--- src/common/mul_pkg.sv ---
package mul_pkg;

	// RV64M multiply operations, funct3 order is not kept.
	typedef enum logic [2:0] {
		op_mul    = 3'd0,
		op_mulh   = 3'd1,
		op_mulhsu = 3'd2,
		op_mulhu  = 3'd3,
		op_mulw   = 3'd4
	} mul_op_e;

	localparam int xlen = 64;

	// two extra bits so every signedness mix fits a signed booth input.
	localparam int ext_width = xlen + 2;

	localparam int pp_count = ext_width / 2; // one booth row per bit pair.

	localparam int prod_width = 2 * ext_width;

endpackage

--- src/common/arb_pkg.sv ---
package arb_pkg;

	localparam int num_ports = 2; // one per issue pipe.

	localparam int port_id_w = $clog2(num_ports);

endpackage

--- src/rtl/mul_arbiter.sv ---
module mul_arbiter
	import mul_pkg::*;
	import arb_pkg::*;
(
	input  logic                 clk,
	input  logic                 rst_n,
	input  logic                 req0_valid,
	input  logic                 req1_valid,
	input  mul_op_e              req0_op,
	input  mul_op_e              req1_op,
	input  logic [xlen-1:0]      req0_a,
	input  logic [xlen-1:0]      req0_b,
	input  logic [xlen-1:0]      req1_a,
	input  logic [xlen-1:0]      req1_b,
	output logic                 req0_ready,
	output logic                 req1_ready,
	output logic                 issue_valid,
	output mul_op_e              issue_op,
	output logic [xlen-1:0]      issue_a,
	output logic [xlen-1:0]      issue_b,
	output logic [port_id_w-1:0] issue_id,
	input  logic                 issue_ready
);

	logic [num_ports-1:0] grant;
	logic [port_id_w-1:0] last_id;
	logic                 live; // first cycle out of reset opens the ports.

	// on a tie the port not served last wins.
	assign grant[0] = live & req0_valid & (~req1_valid | (last_id == 1'b1));
	assign grant[1] = live & req1_valid & (~req0_valid | (last_id == 1'b0));

	assign req0_ready  = grant[0] & issue_ready;
	assign req1_ready  = grant[1] & issue_ready;
	assign issue_valid = |grant;
	assign issue_id    = grant[1];
	assign issue_op    = grant[1] ? req1_op : req0_op;
	assign issue_a     = grant[1] ? req1_a : req0_a;
	assign issue_b     = grant[1] ? req1_b : req0_b;

	always_ff @(posedge clk or negedge rst_n) begin
		if (!rst_n) begin
			live    <= 1'b0;
			last_id <= '1; // port 0 goes first.
		end else begin
			live <= 1'b1;
			if (issue_valid && issue_ready)
				last_id <= issue_id;
		end
	end

	a_grant_onehot: assert property (@(posedge clk) disable iff (!rst_n)
		$onehot0({req1_ready, req0_ready}));

	// a stalled grant stays with the same port until the core takes it.
	a_grant_held_on_stall: assert property (@(posedge clk) disable iff (!rst_n)
		issue_valid && !issue_ready |=> issue_valid && $stable(issue_id));

endmodule

--- config.mk ---
export PLATFORM = sky130hd
export DESIGN_NAME = mul_arbiter
export DESIGN_NICKNAME = d
export VERILOG_FILES = /design/src/common/mul_pkg.sv /design/src/common/arb_pkg.sv /design/src/rtl/mul_arbiter.sv
export SDC_FILE = /design/constraint.sdc
export NUM_CORES = 1
export LEC_CHECK = 0
export BUFFER_PORTS_ARGS = -buffer_cell sky130_fd_sc_hd__buf_2
export CORE_AREA = 2 2 157 159
export CTS_BUF_LIST = sky130_fd_sc_hd__clkbuf_16
export DETAILED_ROUTE_END_ITERATION = 8
export DIE_AREA = 0 0 159 161
export GPL_ROUTABILITY_DRIVEN = 0
export PLACE_DENSITY = 0.32
export SYNTH_ARGS = -nofsm -noshare
export SYNTH_HDL_FRONTEND = slang
export SYNTH_SLANG_ARGS = --single-unit
export TNS_END_PERCENT = 20
--- constraint.sdc ---
create_clock -name clk -period 3.55 [get_ports clk]
set_input_delay 0.71 -clock clk [delete_from_list [all_inputs] [get_ports clk]]
set_output_delay 0.71 -clock clk [all_outputs]
set_load 0.03 [all_outputs]
==> impl_metrics.toml, run 1 <==
[worst_setup_path]
category_of_the_worst_setup_path_capture_point = "output port"
startpoint_type = "primary input"
timing.critical_path.fanout_max = 66
worstSetupStartpoint = "req0_valid"
worst-r2r-cell-count = 3
cp.arrival_ns = 2.10
rr_startpoint = "live$_DFF_PN0_"
criticalPathCategory = "in -> out"
critical_path_required_ns = 2.84

[synth]
synth_top_area_cell = "mux2_4"
yosys.cell_types.count = 16
yosysMostFrequentCell = "mux2_4"
ys_ff_latch = 2
synth_area_um2 = 2010
synth.yosys.seq_area_share = 0.0255
edff_count_synth = 0
syn_area_per_cell_um2 = 12.7
synth_top_cell_area_share = 0.589
synth_nets = 425
synthCells = 158
async_flop_share = 1.00
top_cell_types_by_occurrence_after_synthesis = "79 x mux2_4, 52 x mux2_2, 9 x buf_6, 5 x buf_2, 2 x and3_1"
synth_area_leaders = "mux2_4 59%, mux2_2 29%, buf_6 5.0%, dfstp_2 1.3%, buf_2 1.2%"
yosys_warnings = 0
synth_top_flop_cell = "dfstp_2"

[die]
design.core.area_um2 = 24000
placementRows = 57
die_h_um = 161
initial_utilization = 0.0841
ioPinCount = 402
die_x_um = 159
die_area_um2 = 25600

[pwr]
p_switching_w = 0.000465
static-leakage-power_nw = 2.65
cellPowerDensity_nw_per_um2 = 227
pwr-share-clk = 0.171
vdd.ir_drop.worst_v = 0.000152
cellInternalPower_w = 0.000542
switching_share = 0.462
combPwrFrac = 0.798
pwr-share-seq = 0.032

[global_route]
globalRouteTotalUtil = 0.0718
grt_start_max_net_pins = 67
grt_first_pass_wirelength_mm = 14.8
number_of_antenna_violations_at_the_first_check_in_global_routing = 0
grt_overflow_total = 0
via_count_of_the_first_global_routing_pass = 2799

[timing]
grt_setup_unrepaired = "no"
clock_skew_ns = 0.00428
number_of_hold_violations_in_the_final_report = 0
timing_max_transition_violations_final = 0
final_period_minus_worst_setup_slack_ns = 2.81
max_freq_ghz = 0.355
finalSetupTns_ns = 0
setup_violations = 0
layout_worst_path_cycle_share = 0.793

[route]
drt_pass1_iterations = 4
dr.first_iter.drc_count = 34
drc = 0
avgViaCountPerCell = 3.24
drt.antenna.violating_nets = 0
final_routed_wirelength_mm = 10.5
topRoutingLayerUsed = "met3"
dr_wl_met3_mm = 1.01
route.met2.wl_mm = 5.91
routedLengthMet1_mm = 3.55
vias = 2839
routed_length_per_instance_um = 12.0

[layout]
num-fill-cells = 2739
regArea_um2 = 51.3
layout-drive-gt1-share = 0.978
multi_input_comb_area_um2 = 1840
layout.nets = 820
antenna-diode-count = 0
final_util = 0.185
flow.area_growth_from_synthesis_pct = 120

[clocking]
cts_made_buffers = 3
clock-sinks = 2
number_of_levels_the_h_tree_was_split_into = 1
clkLatencyLatePin_ns = 0.22
cts_tree = "done"
clockRootBuffer = "clkbuf_16"
clock_pin_slew_on_the_worst_setup_and_hold_paths_ns = 0.03
cts_post_setup_buffers_inserted = 0
postCtsHoldBufs = 0
cts_resized = 0
max-clock-path-buffers = 2

[placement]
portBuffers = 401
half_perimeter_wire_length_after_detailed_placement_mm = 9.57

[outcome]
run_status = "finished clean"

[run]
maxCapViolCount = 0

[hold_path]
min-delay-path-class = "in -> async"
cell usage in the layout (no fill, tap or decap), drive strengths merged, types with 2 or more instances in the layout:
cell type  netlist  final
buf             14    404
mux2           131    131
clkbuf           0      3
inv              1      2
and3             2      2
registers in the layout, summed over array words and instances (netlist names):
name     count
last_id      1
live         1
metal layers:
metal	vias up	track usage
met2	214	0.155
met5	-	0
met4	0	0.00248
met3	0	0.0187
li1	1386	-
met1	1239	0.0706
path summary, 6_finish.rpt:
path | endpoint | slack (ns)
max in group asynchronous | last_id$_DFFE_PN1P_ | 3.09
min | live$_DFF_PN0_ | 0.27
max reg2reg | last_id$_DFFE_PN1P_ | 2.63
min in group clk | last_id$_DFFE_PN1P_ | 0.53
min reg2reg | last_id$_DFFE_PN1P_ | 0.53
max | issue_a[35] | 0.74
power by group through the flow:
stage | logic (W) | clock network, W | registers, W
final | 0.000803 | 0.000172 | 0.0000321
after global routing | 0.000847 | 0.000179 | 0.0000325
after CTS | 0.000813 | 0.000174 | 0.0000322
after detailed placement | 0.000811 | 0 | 0.0000322
after global placement | 0.000815 | 0 | 0.0000324
after floorplan | 0.000561 | 0 | 0.0000310
area by class of cell:
type                            count  share of cell area
Clock buffer                        3              0.0169
Clock inverter                      1            0.000847
Inverter                            1            0.000847
Multi-Input combinational cell    141               0.415
Sequential cell                     2              0.0116
Tap cell                          324              0.0914
Timing Repair Buffer              404               0.463
per-stage QoR:
stage	setup slack [ns]	total power, W	cell area, um^2	hold WS, ns	instances
2_1_floorplan	1.29	0.000591	2010	0.414	158
3_3_place_gp	0.736	0.000847	4360	0.501	872
3_5_place_dp	0.735	0.000843	4360	0.504	872
4_1_cts	0.727	0.00102	4430	0.271	876
5_1_grt	0.627	0.00106	4430	0.269	876
6_report	0.736	0.00101	4430	0.270	876
critical path, cell delays in order:
cell and delay, ns:
buf_2 0.11, nand2_1 0.10, nand3_4 0.19, buf_12 0.34, mux2_2 0.38, buf_2 0.17
kinds of logic after synthesis:
group,Yosys count,share of synthesized area
other cells,1,0.00186
compound gates,3,0.00932
simple gates,6,0.0193
flops,2,0.0255
buf+inv,15,0.0646
mux,131,0.880
Note: power is estimated with default switching activity, not from simulation.
==> run 2, diff against run 1 <==
ABC_AREA = 1   (was unset)
CORE_AREA = 2 2 156 158   (was 2 2 157 159)
DIE_AREA = 0 0 158 160   (was 0 0 159 161)
PLACE_DENSITY = 0.31   (was 0.32)
clock period = 2.89 ns   (was 3.55 ns; I/O delays follow)
==> run 2 against run 1 <==
Hold slack got worse by 0.13 ns. Register-to-register slack got worse by 1.1 ns. Via count rose by 36%. Critical path type unchanged. Largest power group unchanged.
==> impl_metrics.toml, run 2 <==
[clocking]
postCtsHoldBufs = 0
cts_made_buffers = 3
cts_post_setup_buffers_inserted = 0
max-clock-path-buffers = 2
number_of_levels_the_h_tree_was_split_into = 1
clockRootBuffer = "clkbuf_16"
clkLatencyLatePin_ns = 0.22
cts_tree = "done"
cts_resized = 0
clock-sinks = 2
clock_pin_slew_on_the_worst_setup_and_hold_paths_ns = 0.03

[worst_setup_path]
timing.critical_path.fanout_max = 70
cp.arrival_ns = 1.78
startpoint_type = "primary input"
criticalPathCategory = "in -> out"
timing.critical_path.cells = "buf_2, nand2_1, inv_2, nor2_4, buf_12, nand2_1, nand2_1, buf_2"
critical_path_required_ns = 2.31
crit_path_frequent_cell = "nand2_1"
category_of_the_worst_setup_path_capture_point = "output port"
critical-path-slowest-cell = "buf_12"
timing.critical_path.slowest_cell_delay_ns = 0.29

[route]
dr.first_iter.drc_count = 134
topRoutingLayerUsed = "met4"
drc = 0
route.met2.wl_mm = 6.24
avgViaCountPerCell = 3.38
dr_wl_met3_mm = 1.41
routedLengthMet1_mm = 4.79
vias = 3864
final_routed_wirelength_mm = 12.5
routed_length_per_instance_um = 11.0
drt_pass1_iterations = 4
drt.antenna.violating_nets = 0

[global_route]
grt_start_max_net_pins = 71
grt_overflow_total = 0
grt_first_pass_wirelength_mm = 17.4
globalRouteTotalUtil = 0.0870
via_count_of_the_first_global_routing_pass = 3537
number_of_antenna_violations_at_the_first_check_in_global_routing = 0

[synth]
synth.yosys.seq_area_share = 0.0295
syn_area_per_cell_um2 = 3.96
synth_top_area_cell = "nand2_1"
synth_top_flop_cell = "dfstp_2"
synth_area_um2 = 1740
async_flop_share = 1.00
top_cell_types_by_occurrence_after_synthesis = "401 x nand2_1, 22 x buf_2, 4 x clkbuf_1, 3 x inv_1"
edff_count_synth = 0
yosys_warnings = 0
synth_top_cell_area_share = 0.865
synthCells = 439
synth_area_leaders = "nand2_1 87%, buf_2 6.3%, dfstp_2 1.5%, dfrtp_1 1.4%, clkbuf_1 0.86%"
yosysMostFrequentCell = "nand2_1"
ys_ff_latch = 2
yosys.cell_types.count = 13
synth_nets = 706

[timing]
setup_violations = 0
max_freq_ghz = 0.424
final_period_minus_worst_setup_slack_ns = 2.36
number_of_hold_violations_in_the_final_report = 0
finalSetupTns_ns = 0
grt_setup_unrepaired = "no"
timing_max_transition_violations_final = 0
layout_worst_path_cycle_share = 0.816
clock_skew_ns = 0.00305

[placement]
portBuffers = 401
half_perimeter_wire_length_after_detailed_placement_mm = 10.4

[layout]
layout.nets = 1088
layout-drive-gt1-share = 0.502
final_util = 0.176
flow.area_growth_from_synthesis_pct = 141
num-fill-cells = 2908
antenna-diode-count = 0
layout.cells.most_common_list = "401 x nand2_1, 401 x buf_2, 4 x inv_1, 4 x buf_12, 3 x clkbuf_16"
largestRegisters = "last_id x1, live x1"

[die]
initial_utilization = 0.0730
placementRows = 57
design.core.area_um2 = 23800
die_h_um = 160
die_x_um = 158
die_area_um2 = 25300
ioPinCount = 402

[pwr]
vdd.ir_drop.worst_v = 0.000123
cellPowerDensity_nw_per_um2 = 293
static-leakage-power_nw = 2.89
post-layout-total-power_w = 0.00123

[hold_path]
min-delay-path-class = "in -> async"

[outcome]
run_status = "finished clean"

[run]
maxCapViolCount = 0
run 2: cell types whose count changed after synthesis, sizes merged, moves of 2 or more:
cell    previous run  this run
nand2              1       401
mux2             131         0
buf               14        24
clkbuf             0         4
inv                1         4
and3               2         0
run 2: area by class of cell:
| class | instances | area, um^2 | area share |
|---|---|---|---|
| clock inverters | 1 | 3.75 | 0.000897 |
| repair buffers | 405 | 2090 | 0.499 |
| multi-input cells | 405 | 1550 | 0.369 |
| well taps | 324 | 405 | 0.0969 |
| flip-flops and latches | 2 | 51.3 | 0.0123 |
| inverters | 4 | 15.0 | 0.00359 |
| clock buffers | 3 | 75.1 | 0.0179 |
run 2: logic make-up after synthesis:
group           count (synthesis)  share of synthesized area
simple gates                  403                      0.875
other cells                     1                    0.00216
flops                           2                     0.0295
compound gates                  1                    0.00432
buf+inv                        32                     0.0892
run 2: path summary, 6_finish.rpt:
check | start | end | slack [ns] | cells past startpoint
worst min-delay path | rst_n | live$_DFF_PN0_ | 0.14 | 1
min in group clk | last_id$_DFFE_PN1P_ | last_id$_DFFE_PN1P_ | 0.61 | 2
max in group asynchronous | rst_n | last_id$_DFFE_PN1P_ | 2.56 | 1
worst max-delay path | req0_valid | issue_op[0] | 0.53 | 8
worst max register to register | live$_DFF_PN0_ | last_id$_DFFE_PN1P_ | 1.57 | 5
worst min register to register | last_id$_DFFE_PN1P_ | last_id$_DFFE_PN1P_ | 0.61 | 2
run 2: stage by stage:
stage | setup slack, ns | cells | cell area [um^2] | hold slack (ns)
global placement | 0.526 | 1140 | 4100 | 0.372
global route | 0.422 | 1144 | 4180 | 0.134
CTS | 0.504 | 1144 | 4180 | 0.137
finish | 0.531 | 1144 | 4180 | 0.139
detailed placement | 0.504 | 1140 | 4100 | 0.371
floorplan | 0.916 | 439 | 1740 | 0.282
run 2: metal layers:
| metal | GRT usage | vias up |
|---|---|---|
| met5 | 0 | - |
| met4 | 0.0176 | 0 |
| met3 | 0.0193 | 6 |
| met2 | 0.175 | 242 |
| met1 | 0.0900 | 1568 |
| li1 | - | 2048 |
run 2: worst max-delay path: cells and delay by family:
kind | cells | cell delay [ns]
AND/OR/NAND/NOR | 4 | 0.49
buffers and inverters | 4 | 0.66
run 2: power breakdown:
part / leakage, nW / internal, W / switching [W] / total (W)
combinational: 2.83 / 0.000332 / 0.000647 / 0.000979
sequential: 0.0221 / 0.0000330 / 0.00000335 / 0.0000364
clock: 0.0423 / 0.000178 / 0.0000342 / 0.000212
==> run 3, diff against run 2 <==
CORE_AREA = 2 2 158 160   (was 2 2 156 158)
DIE_AREA = 0 0 160 162   (was 0 0 158 160)
clock period = 2.1 ns   (was 2.89 ns; I/O delays follow)
==> run 3 against run 2 <==
Hold slack better by 0.32 ns. Clock skew about the same. Design area up 19%. Global-route usage up 1.6 points. Sequential cell count unchanged. Routed wire length up 26%. Sequential share of layout area down 0.19 points. Combinational power up 66%. Register-to-register slack worse by 0.64 ns. Utilization up 3.1 points. Clock power up 39%. Total power up 61%. Largest cell class unchanged. Largest power group unchanged.
==> impl_metrics.toml, run 3 (synthesis gave the netlist of run 2 again) <==
[die]
placementRows = 57
design.core.area_um2 = 24100
ioPinCount = 402
die_x_um = 160
die_area_um2 = 25900
initial_utilization = 0.0721
die_h_um = 162

[pwr]
vdd.ir_drop.worst_v = 0.000122
p_switching_w = 0.00102
pwr-share-seq = 0.026
pwr-share-clk = 0.149
combPwrFrac = 0.825
cellPowerDensity_nw_per_um2 = 397
cellInternalPower_w = 0.000957
switching_share = 0.515
static-leakage-power_nw = 3.24

[layout]
layout-drive-gt1-share = 0.527
layoutNonFillerInstCount = 1181
final_util = 0.206
multi_input_comb_area_um2 = 1580
num-fill-cells = 2873
layout.nets = 1124
largestRegisters = "last_id x1, live x1"
final_common_cell = "nand2_1"
flow.area_growth_from_synthesis_pct = 186
regArea_um2 = 51.3
layout.cells.most_common_list = "397 x nand2_1, 314 x buf_2, 69 x buf_4"

[worst_setup_path]
timing.critical_path.fanout_max = 20
r2r_end = "last_id$_DFFE_PN1P_"
worstSetupStartpoint = "last_id$_DFFE_PN1P_"
critical_path_required_ns = 1.68
category_of_the_worst_setup_path_capture_point = "output port"
startpoint_type = "register"
cp.arrival_ns = 1.63
critPathCapture = "issue_b[58]"
worst-r2r-cell-count = 6
criticalPathCategory = "reg -> out"
r2r_setup_slack_ns = 0.93
rr_startpoint = "last_id$_DFFE_PN1P_"

[clocking]
clkLatencyLatePin_ns = 0.22
max-clock-path-buffers = 2
clockRootBuffer = "clkbuf_16"
clock_pin_slew_on_the_worst_setup_and_hold_paths_ns = 0.03
number_of_levels_the_h_tree_was_split_into = 1
clock-sinks = 2
cts_tree = "done"
cts_made_buffers = 3

[hold_path]
holdPathStages = 4
min-delay-path-class = "in -> reg"
min-delay-start = "issue_ready"

[timing]
number_of_hold_violations_in_the_final_report = 0
grt_setup_unrepaired = "yes"
final_period_minus_worst_setup_slack_ns = 2.05
max_freq_ghz = 0.489
finalSetupTns_ns = 0
setup_violations = 0
layout_worst_path_cycle_share = 0.975
timing_max_transition_violations_final = 0
clock_skew_ns = 0.00326

[route]
routed_length_per_instance_um = 13.4
dr.first_iter.drc_count = 109
avgViaCountPerCell = 3.47
vias = 4100
drt_pass1_iterations = 4
drt.antenna.violating_nets = 0
drc = 0
final_routed_wirelength_mm = 15.8

[global_route]
via_count_of_the_first_global_routing_pass = 3998
grt_start_max_net_pins = 51
globalRouteTotalUtil = 0.103
grt_first_pass_wirelength_mm = 20.9
number_of_antenna_violations_at_the_first_check_in_global_routing = 1
grt_overflow_total = 0

[placement]
portBuffers = 401
dp.cells = 1158
half_perimeter_wire_length_after_detailed_placement_mm = 12.8

[run]
maxCapViolCount = 0

[outcome]
run_status = "finished clean"
-- run 3: timing repair --
| item | CTS | global route |
|---|---|---|
| buffers inserted | 0 | 9 |
| endpoints found under the hold margin | 1 | 0 |
| gates cloned | 0 | 8 |
| pin swaps | 1 | 7 |
| setup endpoints to repair | 61 | 104 |
| resized for setup | 33 | 122 |
| hold buffers | 1 | 0 |
-- run 3: how the worst min path moves through the flow --
stage | end | slack, ns
5_1_grt | last_id$_DFFE_PN1P_ | 0.48
2_1_floorplan | live$_DFF_PN0_ | 0.12
4_1_cts | last_id$_DFFE_PN1P_ | 0.47
3_3_place_gp | live$_DFF_PN0_ | 0.21
3_5_place_dp | live$_DFF_PN0_ | 0.21
6_report | last_id$_DFFE_PN1P_ | 0.46
-- run 3: power groups by stage --
stage / combinational, W / sequential (W) / clock (W)
2_1_floorplan: 0.000810 / 0.0000480 / 0
3_3_place_gp: 0.00144 / 0.0000510 / 0
3_5_place_dp: 0.00143 / 0.0000505 / 0
4_1_cts: 0.00147 / 0.0000508 / 0.000301
5_1_grt: 0.00175 / 0.0000510 / 0.000306
6_report: 0.00163 / 0.0000505 / 0.000295
-- run 3: stage by stage --
step	cell area [um^2]	total power [W]	hold slack (ns)	setup slack, ns
2_1_floorplan	1740	0.000858	0.124	0.332
3_3_place_gp	4290	0.00149	0.209	0.0783
3_5_place_dp	4290	0.00148	0.208	0.0663
4_1_cts	4470	0.00182	0.470	-0.0121
5_1_grt	4970	0.00211	0.485	-0.0169
6_report	4970	0.00198	0.457	0.0532
-- run 3: area by class of cell --
cell class | count | share of cell area
timing repair buffer | 440 | 0.571
multi-input combinational | 406 | 0.317
tap | 324 | 0.0815
clock buffer | 3 | 0.0151
sequential | 2 | 0.0103
inverter | 4 | 0.00302
clock inverter | 1 | 0.000755
antenna | 1 | 0.000503
-- run 3: worst max-delay path, cell delays in order (launching register included) --
cell	delay, ns
dfstp_2	0.55
nand2_4	0.09
nand3_4	0.14
buf_12	0.13
clkbuf_16	0.18
nand2_1	0.06
nand2_1	0.06
clkbuf_4	0.18
-- run 3: metal layers --
layer  global-route usage  wire (um)
met3               0.0250       1310
met4               0.0201        111
met2                0.205       8320
met5                    0          0
met1                0.110       6080
